===== config.mk =====
export PLATFORM = sky130hd
export DESIGN_NAME = axil_master_top
export DESIGN_NICKNAME = d
export VERILOG_FILES = /design/src/axil_pkg.sv /design/src/txn_sequencer.sv /design/src/axil_write_channel.sv /design/src/axil_read_channel.sv /design/src/axil_master_top.sv
export SDC_FILE = /design/constraint.sdc
export NUM_CORES = 1
export LEC_CHECK = 0
export BUFFER_PORTS_ARGS = -buffer_cell sky130_fd_sc_hd__buf_4
export CAP_MARGIN = 15
export CORE_MARGIN = 2
export CORE_UTILIZATION = 30
export CTS_CLUSTER_DIAMETER = 120
export DETAILED_ROUTE_END_ITERATION = 7
export PLACE_DENSITY_LB_ADDON = 0.25
export SETUP_SLACK_MARGIN = 0.2
export SLEW_MARGIN = 5
export SYNTH_ARGS = -nofsm -noshare
export SYNTH_HDL_FRONTEND = slang
export SYNTH_HIERARCHICAL = 1
export SYNTH_SLANG_ARGS = --single-unit

===== constraint.sdc =====
create_clock -name M_AXI_ACLK -period 4.7 [get_ports M_AXI_ACLK]
set_input_delay 1.41 -clock M_AXI_ACLK [delete_from_list [all_inputs] [get_ports M_AXI_ACLK]]
set_output_delay 1.41 -clock M_AXI_ACLK [all_outputs]
set_load 0.02 [all_outputs]

===== src/axil_pkg.sv =====
`default_nettype none

package axil_pkg;

	// --------------------
	// Protection codes
	// --------------------

	// Write side: unprivileged, secure, data access
	parameter logic [2:0] AXI_PROT_WR = 3'b000;
	// Read side: privileged, secure, data access
	parameter logic [2:0] AXI_PROT_RD = 3'b001;

	// --------------------
	// Response decoding
	// --------------------

	// Bit 1 of BRESP/RRESP is set for SLVERR and DECERR
	parameter int AXI_RESP_ERR_BIT = 1;

	// --------------------
	// Default widths
	// --------------------

	// AXI address and data buses
	parameter int DEF_AXI_ADDR_W = 32;
	parameter int DEF_AXI_DATA_W = 32;
	// CPU request port, address and data alike
	parameter int DEF_CPU_W = 16;

	// Sequencer states
	typedef enum logic [1:0] {
		IDLE  = 2'b00,
		WRITE = 2'b01,
		READ  = 2'b10
	} seq_state_t;

endpackage

`default_nettype wire


===== src/txn_sequencer.sv =====
`timescale 1ns/1ps
`default_nettype none

module txn_sequencer
	import axil_pkg::*;
#(
	parameter int AXI_ADDR_W = DEF_AXI_ADDR_W,
	parameter int AXI_DATA_W = DEF_AXI_DATA_W,
	parameter int CPU_W = DEF_CPU_W
)
(
	input wire M_AXI_ACLK,
	input wire M_AXI_ARESETN,

	// CPU request port
	input wire start_i,
	input wire rw_i,
	input wire [CPU_W-1:0] cpu_rw_addr_i,
	input wire [CPU_W-1:0] cpu_w_data_i,

	// Completion from the write channel
	input wire wr_done_i,
	input wire wr_err_i,

	// Completion from the read channel
	input wire rd_done_i,
	input wire rd_err_i,
	input wire [CPU_W-1:0] rd_data_i,

	// Command to the channels
	output logic wr_launch_o,
	output logic rd_launch_o,
	output logic [AXI_ADDR_W-1:0] cmd_addr_o,
	output logic [AXI_DATA_W-1:0] cmd_wdata_o,

	// CPU result port
	output logic busy_o,
	output logic [CPU_W-1:0] cpu_r_addr_o,
	output logic [CPU_W-1:0] cpu_r_data_o,
	output logic err_o
);

	seq_state_t state_q;

	// Previous start level, for edge detection
	logic start_q;
	logic start_edge;
	// Edge only counts while idle
	logic accept;

	// One-cycle launch pulses
	logic wr_launch_q;
	logic rd_launch_q;

	// Latched command, zero-extended to bus width
	logic [AXI_ADDR_W-1:0] cmd_addr_q;
	logic [AXI_DATA_W-1:0] cmd_wdata_q;

	// Result registers seen by the CPU
	logic err_q;
	logic [CPU_W-1:0] cpu_r_addr_q;
	logic [CPU_W-1:0] cpu_r_data_q;

	assign start_edge = start_i & ~start_q;
	assign accept = start_edge && (state_q == IDLE);

	// --------------------
	// Start edge register
	// --------------------

	always_ff @(posedge M_AXI_ACLK)
	begin
		if (!M_AXI_ARESETN)
		begin
			start_q <= 1'b0;
		end
		else
		begin
			start_q <= start_i;
		end
	end

	// --------------------
	// Command latch
	// --------------------

	// Requester holds inputs stable while start is high
	always_ff @(posedge M_AXI_ACLK)
	begin
		if (accept)
		begin
			cmd_addr_q <= {{(AXI_ADDR_W-CPU_W){1'b0}}, cpu_rw_addr_i};
			cmd_wdata_q <= {{(AXI_DATA_W-CPU_W){1'b0}}, cpu_w_data_i};
		end
	end

	// --------------------
	// Transaction FSM
	// --------------------

	always_ff @(posedge M_AXI_ACLK)
	begin
		if (!M_AXI_ARESETN)
		begin
			state_q <= IDLE;
			wr_launch_q <= 1'b0;
			rd_launch_q <= 1'b0;
		end
		else
		begin
			// Launch is a single-cycle pulse
			wr_launch_q <= 1'b0;
			rd_launch_q <= 1'b0;
			case (state_q)
				IDLE:
				begin
					if (accept)
					begin
						state_q <= rw_i ? WRITE : READ;
						wr_launch_q <= rw_i;
						rd_launch_q <= ~rw_i;
					end
				end
				WRITE:
				begin
					// Back to idle once B handshake completes
					if (wr_done_i)
					begin
						state_q <= IDLE;
					end
				end
				READ:
				begin
					// Back to idle once R handshake completes
					if (rd_done_i)
					begin
						state_q <= IDLE;
					end
				end
				default:
				begin
					state_q <= IDLE;
				end
			endcase
		end
	end

	// --------------------
	// CPU result registers
	// --------------------

	always_ff @(posedge M_AXI_ACLK)
	begin
		if (!M_AXI_ARESETN)
		begin
			err_q <= 1'b0;
			cpu_r_addr_q <= '0;
			cpu_r_data_q <= '0;
		end
		else if ((state_q == WRITE) && wr_done_i)
		begin
			err_q <= wr_err_i;
		end
		else if ((state_q == READ) && rd_done_i)
		begin
			err_q <= rd_err_i;
			cpu_r_addr_q <= cmd_addr_q[CPU_W-1:0];
			cpu_r_data_q <= rd_data_i;
		end
	end

	// Busy covers launch through the response handshake
	assign busy_o = (state_q != IDLE);

	assign wr_launch_o = wr_launch_q;
	assign rd_launch_o = rd_launch_q;
	assign cmd_addr_o = cmd_addr_q;
	assign cmd_wdata_o = cmd_wdata_q;
	assign err_o = err_q;
	assign cpu_r_addr_o = cpu_r_addr_q;
	assign cpu_r_data_o = cpu_r_data_q;

endmodule

`default_nettype wire


===== src/axil_write_channel.sv =====
`timescale 1ns/1ps
`default_nettype none

module axil_write_channel
	import axil_pkg::*;
#(
	parameter int AXI_ADDR_W = DEF_AXI_ADDR_W,
	parameter int AXI_DATA_W = DEF_AXI_DATA_W,
	parameter int CPU_W = DEF_CPU_W
)
(
	input wire M_AXI_ACLK,
	input wire M_AXI_ARESETN,

	// Command from the sequencer
	input wire launch_i,
	input wire [AXI_ADDR_W-1:0] addr_i,
	input wire [AXI_DATA_W-1:0] data_i,

	// Write address channel
	output logic [AXI_ADDR_W-1:0] M_AXI_AWADDR,
	output logic [2:0] M_AXI_AWPROT,
	output logic M_AXI_AWVALID,
	input wire M_AXI_AWREADY,

	// Write data channel
	output logic [AXI_DATA_W-1:0] M_AXI_WDATA,
	output logic [AXI_DATA_W/8-1:0] M_AXI_WSTRB,
	output logic M_AXI_WVALID,
	input wire M_AXI_WREADY,

	// Write response channel
	input wire [1:0] M_AXI_BRESP,
	input wire M_AXI_BVALID,
	output logic M_AXI_BREADY,

	// Completion to the sequencer
	output logic done_o,
	output logic err_o
);

	localparam int STRB_W = AXI_DATA_W/8;
	// Low lanes covered by the CPU data width
	localparam logic [STRB_W-1:0] WSTRB_VAL = {STRB_W{1'b1}} >> (STRB_W - CPU_W/8);

	logic awvalid_q;
	logic wvalid_q;
	logic bready_q;

	// --------------------
	// AW channel
	// --------------------

	// Held until AWREADY, independent of W
	always_ff @(posedge M_AXI_ACLK)
	begin
		if (!M_AXI_ARESETN)
		begin
			awvalid_q <= 1'b0;
		end
		else if (launch_i)
		begin
			awvalid_q <= 1'b1;
		end
		else if (M_AXI_AWREADY)
		begin
			awvalid_q <= 1'b0;
		end
	end

	// --------------------
	// W channel
	// --------------------

	// Rises with AWVALID, falls on its own READY
	always_ff @(posedge M_AXI_ACLK)
	begin
		if (!M_AXI_ARESETN)
		begin
			wvalid_q <= 1'b0;
		end
		else if (launch_i)
		begin
			wvalid_q <= 1'b1;
		end
		else if (M_AXI_WREADY)
		begin
			wvalid_q <= 1'b0;
		end
	end

	// --------------------
	// B channel
	// --------------------

	// One-cycle BREADY after BVALID is first seen
	always_ff @(posedge M_AXI_ACLK)
	begin
		if (!M_AXI_ARESETN)
		begin
			bready_q <= 1'b0;
		end
		else
		begin
			bready_q <= M_AXI_BVALID & ~bready_q;
		end
	end

	// Address and data come from the latched command
	assign M_AXI_AWADDR = addr_i;
	assign M_AXI_AWPROT = AXI_PROT_WR;
	assign M_AXI_AWVALID = awvalid_q;
	assign M_AXI_WDATA = data_i;
	assign M_AXI_WSTRB = WSTRB_VAL;
	assign M_AXI_WVALID = wvalid_q;
	assign M_AXI_BREADY = bready_q;

	// Handshake completes in the BREADY cycle
	assign done_o = bready_q & M_AXI_BVALID;
	assign err_o = done_o & M_AXI_BRESP[AXI_RESP_ERR_BIT];

endmodule

`default_nettype wire


===== src/axil_read_channel.sv =====
`timescale 1ns/1ps
`default_nettype none

module axil_read_channel
	import axil_pkg::*;
#(
	parameter int AXI_ADDR_W = DEF_AXI_ADDR_W,
	parameter int AXI_DATA_W = DEF_AXI_DATA_W,
	parameter int CPU_W = DEF_CPU_W
)
(
	input wire M_AXI_ACLK,
	input wire M_AXI_ARESETN,

	// Command from the sequencer
	input wire launch_i,
	input wire [AXI_ADDR_W-1:0] addr_i,

	// Read address channel
	output logic [AXI_ADDR_W-1:0] M_AXI_ARADDR,
	output logic [2:0] M_AXI_ARPROT,
	output logic M_AXI_ARVALID,
	input wire M_AXI_ARREADY,

	// Read data channel
	input wire [AXI_DATA_W-1:0] M_AXI_RDATA,
	input wire [1:0] M_AXI_RRESP,
	input wire M_AXI_RVALID,
	output logic M_AXI_RREADY,

	// Completion to the sequencer
	output logic done_o,
	output logic err_o,
	output logic [CPU_W-1:0] rdata_o
);

	logic arvalid_q;
	logic rready_q;

	// --------------------
	// AR channel
	// --------------------

	// Held until ARREADY
	always_ff @(posedge M_AXI_ACLK)
	begin
		if (!M_AXI_ARESETN)
		begin
			arvalid_q <= 1'b0;
		end
		else if (launch_i)
		begin
			arvalid_q <= 1'b1;
		end
		else if (M_AXI_ARREADY)
		begin
			arvalid_q <= 1'b0;
		end
	end

	// --------------------
	// R channel
	// --------------------

	// One-cycle RREADY after RVALID is first seen
	always_ff @(posedge M_AXI_ACLK)
	begin
		if (!M_AXI_ARESETN)
		begin
			rready_q <= 1'b0;
		end
		else
		begin
			rready_q <= M_AXI_RVALID & ~rready_q;
		end
	end

	assign M_AXI_ARADDR = addr_i;
	assign M_AXI_ARPROT = AXI_PROT_RD;
	assign M_AXI_ARVALID = arvalid_q;
	assign M_AXI_RREADY = rready_q;

	// Data is taken by the sequencer on done
	assign done_o = rready_q & M_AXI_RVALID;
	assign err_o = done_o & M_AXI_RRESP[AXI_RESP_ERR_BIT];
	// Only the CPU-width low part is returned
	assign rdata_o = M_AXI_RDATA[CPU_W-1:0];

endmodule

`default_nettype wire


===== src/axil_master_top.sv =====
`timescale 1ns/1ps
`default_nettype none

module axil_master_top
	import axil_pkg::*;
#(
	parameter int AXI_ADDR_W = DEF_AXI_ADDR_W,
	parameter int AXI_DATA_W = DEF_AXI_DATA_W,
	parameter int CPU_W = DEF_CPU_W
)
(
	input wire M_AXI_ACLK,
	input wire M_AXI_ARESETN,

	// --------------------
	// CPU side
	// --------------------
	input wire start_i,
	// 1 selects a write
	input wire rw_i,
	input wire [CPU_W-1:0] cpu_rw_addr_i,
	input wire [CPU_W-1:0] cpu_w_data_i,
	output logic busy_o,
	output logic [CPU_W-1:0] cpu_r_addr_o,
	output logic [CPU_W-1:0] cpu_r_data_o,
	output logic err_o,

	// --------------------
	// AXI4-Lite side
	// --------------------
	output logic [AXI_ADDR_W-1:0] M_AXI_AWADDR,
	output logic [2:0] M_AXI_AWPROT,
	output logic M_AXI_AWVALID,
	input wire M_AXI_AWREADY,
	output logic [AXI_DATA_W-1:0] M_AXI_WDATA,
	output logic [AXI_DATA_W/8-1:0] M_AXI_WSTRB,
	output logic M_AXI_WVALID,
	input wire M_AXI_WREADY,
	input wire [1:0] M_AXI_BRESP,
	input wire M_AXI_BVALID,
	output logic M_AXI_BREADY,
	output logic [AXI_ADDR_W-1:0] M_AXI_ARADDR,
	output logic [2:0] M_AXI_ARPROT,
	output logic M_AXI_ARVALID,
	input wire M_AXI_ARREADY,
	input wire [AXI_DATA_W-1:0] M_AXI_RDATA,
	input wire [1:0] M_AXI_RRESP,
	input wire M_AXI_RVALID,
	output logic M_AXI_RREADY
);

	// Sequencer to channels
	logic wr_launch;
	logic rd_launch;
	logic [AXI_ADDR_W-1:0] cmd_addr;
	logic [AXI_DATA_W-1:0] cmd_wdata;

	// Channels to sequencer
	logic wr_done;
	logic wr_err;
	logic rd_done;
	logic rd_err;
	logic [CPU_W-1:0] rd_data;

	// Edge detect, command latch and result registers
	txn_sequencer #(
		.AXI_ADDR_W (AXI_ADDR_W),
		.AXI_DATA_W (AXI_DATA_W),
		.CPU_W (CPU_W)
	) u_seq (
		.M_AXI_ACLK (M_AXI_ACLK),
		.M_AXI_ARESETN (M_AXI_ARESETN),
		.start_i (start_i),
		.rw_i (rw_i),
		.cpu_rw_addr_i (cpu_rw_addr_i),
		.cpu_w_data_i (cpu_w_data_i),
		.wr_done_i (wr_done),
		.wr_err_i (wr_err),
		.rd_done_i (rd_done),
		.rd_err_i (rd_err),
		.rd_data_i (rd_data),
		.wr_launch_o (wr_launch),
		.rd_launch_o (rd_launch),
		.cmd_addr_o (cmd_addr),
		.cmd_wdata_o (cmd_wdata),
		.busy_o (busy_o),
		.cpu_r_addr_o (cpu_r_addr_o),
		.cpu_r_data_o (cpu_r_data_o),
		.err_o (err_o)
	);

	// AW, W and B handshakes
	axil_write_channel #(
		.AXI_ADDR_W (AXI_ADDR_W),
		.AXI_DATA_W (AXI_DATA_W),
		.CPU_W (CPU_W)
	) u_wr (
		.M_AXI_ACLK (M_AXI_ACLK),
		.M_AXI_ARESETN (M_AXI_ARESETN),
		.launch_i (wr_launch),
		.addr_i (cmd_addr),
		.data_i (cmd_wdata),
		.M_AXI_AWADDR (M_AXI_AWADDR),
		.M_AXI_AWPROT (M_AXI_AWPROT),
		.M_AXI_AWVALID (M_AXI_AWVALID),
		.M_AXI_AWREADY (M_AXI_AWREADY),
		.M_AXI_WDATA (M_AXI_WDATA),
		.M_AXI_WSTRB (M_AXI_WSTRB),
		.M_AXI_WVALID (M_AXI_WVALID),
		.M_AXI_WREADY (M_AXI_WREADY),
		.M_AXI_BRESP (M_AXI_BRESP),
		.M_AXI_BVALID (M_AXI_BVALID),
		.M_AXI_BREADY (M_AXI_BREADY),
		.done_o (wr_done),
		.err_o (wr_err)
	);

	// AR and R handshakes
	axil_read_channel #(
		.AXI_ADDR_W (AXI_ADDR_W),
		.AXI_DATA_W (AXI_DATA_W),
		.CPU_W (CPU_W)
	) u_rd (
		.M_AXI_ACLK (M_AXI_ACLK),
		.M_AXI_ARESETN (M_AXI_ARESETN),
		.launch_i (rd_launch),
		.addr_i (cmd_addr),
		.M_AXI_ARADDR (M_AXI_ARADDR),
		.M_AXI_ARPROT (M_AXI_ARPROT),
		.M_AXI_ARVALID (M_AXI_ARVALID),
		.M_AXI_ARREADY (M_AXI_ARREADY),
		.M_AXI_RDATA (M_AXI_RDATA),
		.M_AXI_RRESP (M_AXI_RRESP),
		.M_AXI_RVALID (M_AXI_RVALID),
		.M_AXI_RREADY (M_AXI_RREADY),
		.done_o (rd_done),
		.err_o (rd_err),
		.rdata_o (rd_data)
	);

endmodule

`default_nettype wire


==> metrics.yaml, run 1 <==
routed_wirelength_mm: 7.097
fill_cells: 1281
synth_top_family_by_area: "buffers and inverters"
die_h_um: 116.5
path_class: "flip-flop to primary output"
netlist_area_mm2: 0.003796
power_density_mw_per_mm2: 370.1
maxCapViolCount: 0
finalHoldViolCount: 0
worst_ep_arrival_time_ns: 1.23
dr.first_iter.drc_count: 31
synthAdderAreaFrac_pct: 0
first_pass_iters: 4
drc_errors: 0
synth-xor-area-share_pct: 0
tns_ns: 0
drive_gt1_share_pct: 40.59
std_cell_rows: 41
avgRoutedWirePerCell_um: 12.22
p_leak_nw: 1.858
ys_top_cells_by_area: "buf_4 31%, edfxtp_1 25%, dfxtp_1 23%, nand2_1 6.6%, a21boi_1 5.7%"
power.total_mw: 1.603
cp_data_required_time_ns: 3.29
synth_commonest_cells: "159 x buf_4, 67 x nand2_1, 43 x dfxtp_1"
numCtsBuffers: 9
dieArea_mm2: 0.01357
cts_setup_buffers: 0
startpoint_type: "flip-flop"
end_kind: "primary output"
setup_viol: 0
synth.most_common_cell: "buf_4"
ys_seq_area_share_pct: 47.99
track_usage_pct: 10.58
path_clk_slew_ns: 0.06
die_w_um: 116.5
synth-edff-count: 32
slew_violations: 0
syn_avg_cell_area_um2: 10.12
synth.distinct_cells: 27
boundaryPins: 222
vias: 2208
grt_pass1_wl_mm: 10.49
h-tree-depth: 3
initial_core_util_pct: 30.45
finalCritPeriodShare_pct: 56.14
antenna_found_initial: 0
clkSinkCount: 75
cts_hold_buf: 0
clock.fmax_ghz: 0.3790
synth_compound_area_share_pct: 7.482
cts_resized: 0
muxShareOfSynthArea_pct: 0
syn_to_final_growth_pct: 14.11
nets: 481
ff_latch_area_mm2: 0.001822
status: "finished, final reports clean"
grt_pass1_vias: 2105
place.gp.congestion: 0.6730
synth_top_area_share_pct: 31.44
tritoncts: "done"
cts_root_buf: "clkbuf_16"
synth.ff_latch_count: 75
grt_overflow_total: 0
grt_max_degree: 44
yosysWarnings: 6
ctsLongestPathBuffers: 2
drtAntennaViolNets: 0
synth_cells: 375
vdd_drop_max_uv: 221.2
synth_top_cell_by_area: "buf_4"
worstHoldPathType: "flip-flop to flip-flop"
synthSimpleGateAreaFrac_pct: 11.44
async_flop_share_pct: 0
port_buffers: 145
skew_ns: 0.006932
synth_flop_cell: "dfxtp_1"
cp_max_fo: 8
rsz0062_at_grt: "no"
tightest_slew_ns: 0.9771
core_area_mm2: 0.01247
diodes: 0
multi_input_area_um2: 884.6
dp_hpwl_mm: 4.928
clk_latency_ns: 0.34
fin_crit_ns: 2.639
routed_via_density: 3.800
relSlewSlack_pct: 34.58
-- critical path: stages (launching register included) --
cell     delay (ns)
dfxtp_1        0.40
or2_2          0.33
buf_4          0.16
-- per-stage QoR --
step	cell area [µm²]	setup slack (ns)	util [%]	hold slack, ns	cells
after floorplan	3935	0.9596	-	0.4177	412
final	4332	2.061	34.75	0.4487	581
after detailed placement	4045	1.736	32.45	0.4340	565
after global placement	4045	1.743	32.45	0.4386	565
after CTS	4332	2.044	34.75	0.4485	581
after global routing	4332	2.011	34.75	0.4689	581
-- where the power goes --
part           switching [mW]  internal [mW]  total (mW)
clock network           0.265          0.408       0.673
registers              0.0152          0.709       0.725
logic                   0.122         0.0831       0.205
-- flip-flops by register name (all words and copies together), names as in the netlist --
register            cells
u_seq/cmd_addr_o       16
u_seq/state_q           2
u_seq/cmd_wdata_o      16
u_rd/M_AXI_ARVALID      1
u_rd/M_AXI_RREADY       1
u_wr/M_AXI_AWVALID      1
u_wr/M_AXI_BREADY       1
u_seq/wr_launch_o       1
u_seq/cpu_r_addr_o     16
u_seq/start_q           1
u_seq/err_o             1
u_wr/M_AXI_WVALID       1
u_seq/rd_launch_o       1
u_seq/cpu_r_data_o     16
-- kinds of logic (layout without fill, tap and decap cells) --
family / count (synthesis) / after routing
AOI/OAI and AO/OA: 39 / 39
buffers and inverters: 168 / 165
DFF: 75 / 75
other: 5 / 42
and+or+nand+nor: 88 / 88
-- layout make-up --
| type | instances | area share [%] |
|---|---|---|
| repair buffers | 147 | 25.77 |
| clock inverters | 5 | 1.242 |
| flip-flops and latches | 75 | 42.06 |
| multi-input cells | 169 | 20.42 |
| well taps | 172 | 4.968 |
| clock buffers | 11 | 5.373 |
| inverters | 2 | 0.1733 |
-- path summary, 6_finish.rpt --
check        cells past startpoint  slack, ns         startpoint                    to
max                              2       2.06   u_seq/state_q[1]                busy_o
min                              1       0.45  u_seq/rd_launch_o    u_rd/M_AXI_ARVALID
max reg2reg                      2       2.82   u_seq/state_q[1]  u_seq/cmd_wdata_o[7]
min reg2reg                      1       0.45  u_seq/rd_launch_o    u_rd/M_AXI_ARVALID
-- per-layer routing --
layer,wire length [µm],GRT usage (%),vias to the layer above,part of all wire [%]
li1,-,-,1062,-
met2,3557,17.09,110,50
met3,700,5.656,10,9.9
met1,2702,11.28,1026,38
met5,0,0,-,0
met4,136,5.317,0,1.9
-- cells in the final DEF (no fill, tap or decap) --
cell type | Yosys | routed
buf_4 | 159 | 146
nand2_1 | 67 | 67
dfxtp_1 | 43 | 43
conb_1 | 5 | 42
edfxtp_1 | 32 | 32
a21boi_1 | 29 | 29
clkbuf_16 | 0 | 9
and2_1 | 3 | 3
and3_1 | 3 | 3
and3b_1 | 3 | 3
nor2b_4 | 3 | 3
o21a_1 | 3 | 3
a21boi_0 | 3 | 3
clkbuf_1 | 4 | 2
clkinvlp_4 | 0 | 2
inv_1 | 2 | 2
a21oi_1 | 2 | 2
nor3b_1 | 2 | 2
clkinv_1 | 0 | 1
clkinv_2 | 0 | 1
bufinv_16 | 0 | 1
or2_2 | 1 | 1
nor4b_4 | 0 | 1
nand3b_2 | 1 | 1
nor4bb_1 | 1 | 1
nor4b_1 | 1 | 1
nor2_1 | 1 | 1
nand3b_1 | 1 | 1
o21ai_0 | 1 | 1
a31oi_1 | 1 | 1
buf_12 | 0 | 1
No activity file was read; power rests on OpenSTA's default activity.
==> run 2, diff against run 1 <==
- clock period: 4.7 -> 2.65 ns (I/O delays scaled with it)
==> run 2 against run 1 <==
  * First-iteration DRC count is 81% higher
  * Global-route usage is 0.18 points lower
  * Design area is 2.0% higher
  * Clock power is 110% higher
  * Clock skew is 0.0011 ns lower
  * Die area stayed put
  * Via count is 0.18% lower
  * Register-to-register slack worse by 1.7 ns
  * Sequential cell count stayed put
  * Hold slack better by 0.0011 ns
  * Critical endpoint unchanged
  * Largest power group is now the clock network
==> metrics.yaml, run 2 (synthesis gave the netlist of run 1 again) <==
numCtsBuffers: 9  # unchanged
fin_crit_ns: 2.022
vias: 2204  # -0.18%
cp_max_fo: 8  # unchanged
status: "finished, final reports clean"
diodes: 0  # unchanged
cts_setup_buffers: 0  # unchanged
nets: 484  # +0.62%
clkPwrFrac_pct: 46.3  # +4.3 points
path_class: "flip-flop to primary output"
startpoint_type: "flip-flop"
grt_overflow_total: 0  # unchanged
core_area_mm2: 0.01247  # unchanged
slew_violations: 0  # unchanged
skew_ns: 0.005822  # -0.001110 ns
drc_errors: 0  # unchanged
layout_commonest_cell: "buf_4"
routed_via_density: 3.774  # -0.69%
clk_latency_ns: 0.34  # about the same
avgRoutedWirePerCell_um: 12.05  # -1.3%
power_frac_comb_pct: 11.8  # -1.0 points
cts_resized: 0  # unchanged
tns_ns: 0  # unchanged
cp_data_required_time_ns: 1.86  # -1.43 ns
drtAntennaViolNets: 0  # unchanged
dp_hpwl_mm: 5.125  # +4.0%
vdd_drop_max_uv: 271.6  # +23%
syn_to_final_growth_pct: 16.38
rsz0062_at_grt: "no"
boundaryPins: 222  # unchanged
p_sw_mw: 0.7216  # +79%
clock.fmax_ghz: 0.4944
p_sw_share_pct: 23.49  # -1.6 points
finalCritPeriodShare_pct: 76.32
antenna_found_initial: 0  # unchanged
place.gp.congestion: 0.6489  # -3.6%
cellInternalPower_mw: 2.351  # +96%
grt_pass1_wl_mm: 10.38  # -1.1%
cts_root_buf: "clkbuf_16"
worst_ep_arrival_time_ns: 1.23  # about the same
grt_max_degree: 44  # unchanged
setup_viol: 0  # unchanged
clkSinkCount: 75  # unchanged
h-tree-depth: 3  # unchanged
dieArea_mm2: 0.01357  # unchanged
initial_core_util_pct: 30.45  # unchanged
placedCellCount: 568  # +0.53%
path_clk_slew_ns: 0.06  # about the same
port_buffers: 145  # unchanged
layout_common_cells: "149 x buf_4, 67 x nand2_1, 43 x dfxtp_1"
worstHoldPathType: "flip-flop to flip-flop"
track_usage_pct: 10.40  # -0.18 points
seq_power_share_pct: 41.9  # -3.3 points
cts_hold_buf: 0  # unchanged
std_cell_rows: 41  # unchanged
dr.first_iter.drc_count: 56  # +81%
tritoncts: "done"
power_density_mw_per_mm2: 695.4  # +88%
fin_ws_ns: 0.6275  # -1.434 ns
grt_pass1_vias: 2059  # -2.2%
drive_gt1_share_pct: 41.50  # +0.92 points
p_leak_nw: 1.913  # +3.0%
first_pass_iters: 4  # unchanged
fill_cells: 1280  # -0.078%
routed_wirelength_mm: 7.038  # -0.83%
die_w_um: 116.5  # unchanged
finalHoldViolCount: 0  # unchanged
die_h_um: 116.5  # unchanged
post-place-ws_ns: 0.6063  # -1.130 ns
ctsLongestPathBuffers: 2  # unchanged
finalNonFillerCells: 584  # +0.52%
maxCapViolCount: 0  # unchanged
end_kind: "primary output"
[run 2: layout make-up]
cell class                 instances  area, µm²  area share [%]
sequential                        75       1822           41.23
timing repair buffer             150       1139           25.77
multi-input combinational        169      884.6           20.02
clock buffer                      10      239.0           5.409
tap                              172      215.2           4.871
clock inverter                     6      111.4           2.521
inverter                           2      7.507          0.1699
[run 2: metrics by stage]
step                      hold WS, ns  power, mW  util (%)  cell area, µm²
after floorplan                0.4177      1.680         -            3944
after global placement         0.4270      1.674     32.63            4068
after detailed placement       0.4453      1.677     32.63            4068
after CTS                      0.4532      3.127     35.44            4418
after global routing           0.4690      3.212     35.44            4418
final                          0.4497      3.072     35.44            4418
[run 2: path summary, 6_finish.rpt]
path	cells past startpoint	to	slack [ns]	startpoint
max	2	busy_o	0.63	u_seq/state_q[1]
max reg2reg	5	u_seq/err_o	1.17	u_rd/M_AXI_RREADY
min reg2reg	2	u_seq/cpu_r_addr_o[7]	0.45	u_seq/cpu_r_addr_o[7]
min	2	u_seq/cpu_r_addr_o[7]	0.45	u_seq/cpu_r_addr_o[7]
[run 2: critical path, stage by stage, from the launching register on]
cell and delay, ns:
dfxtp_1 0.40, or2_2 0.33, buf_4 0.16
[run 2: power groups by stage]
stage	clock [mW]	combinational [mW]	sequential (mW)
3_5_place_dp	0	0.366	1.31
3_3_place_gp	0	0.364	1.31
4_1_cts	1.47	0.366	1.29
6_report	1.42	0.363	1.29
2_1_floorplan	0	0.370	1.31
5_1_grt	1.53	0.391	1.29
[run 2: metal layers]
metal,GRT usage (%),vias up,wire (µm)
li1,-,1067,-
met1,11.82,999,2848
met2,16.82,124,3344
met3,3.477,14,670
met4,6.587,0,176
met5,0,-,0
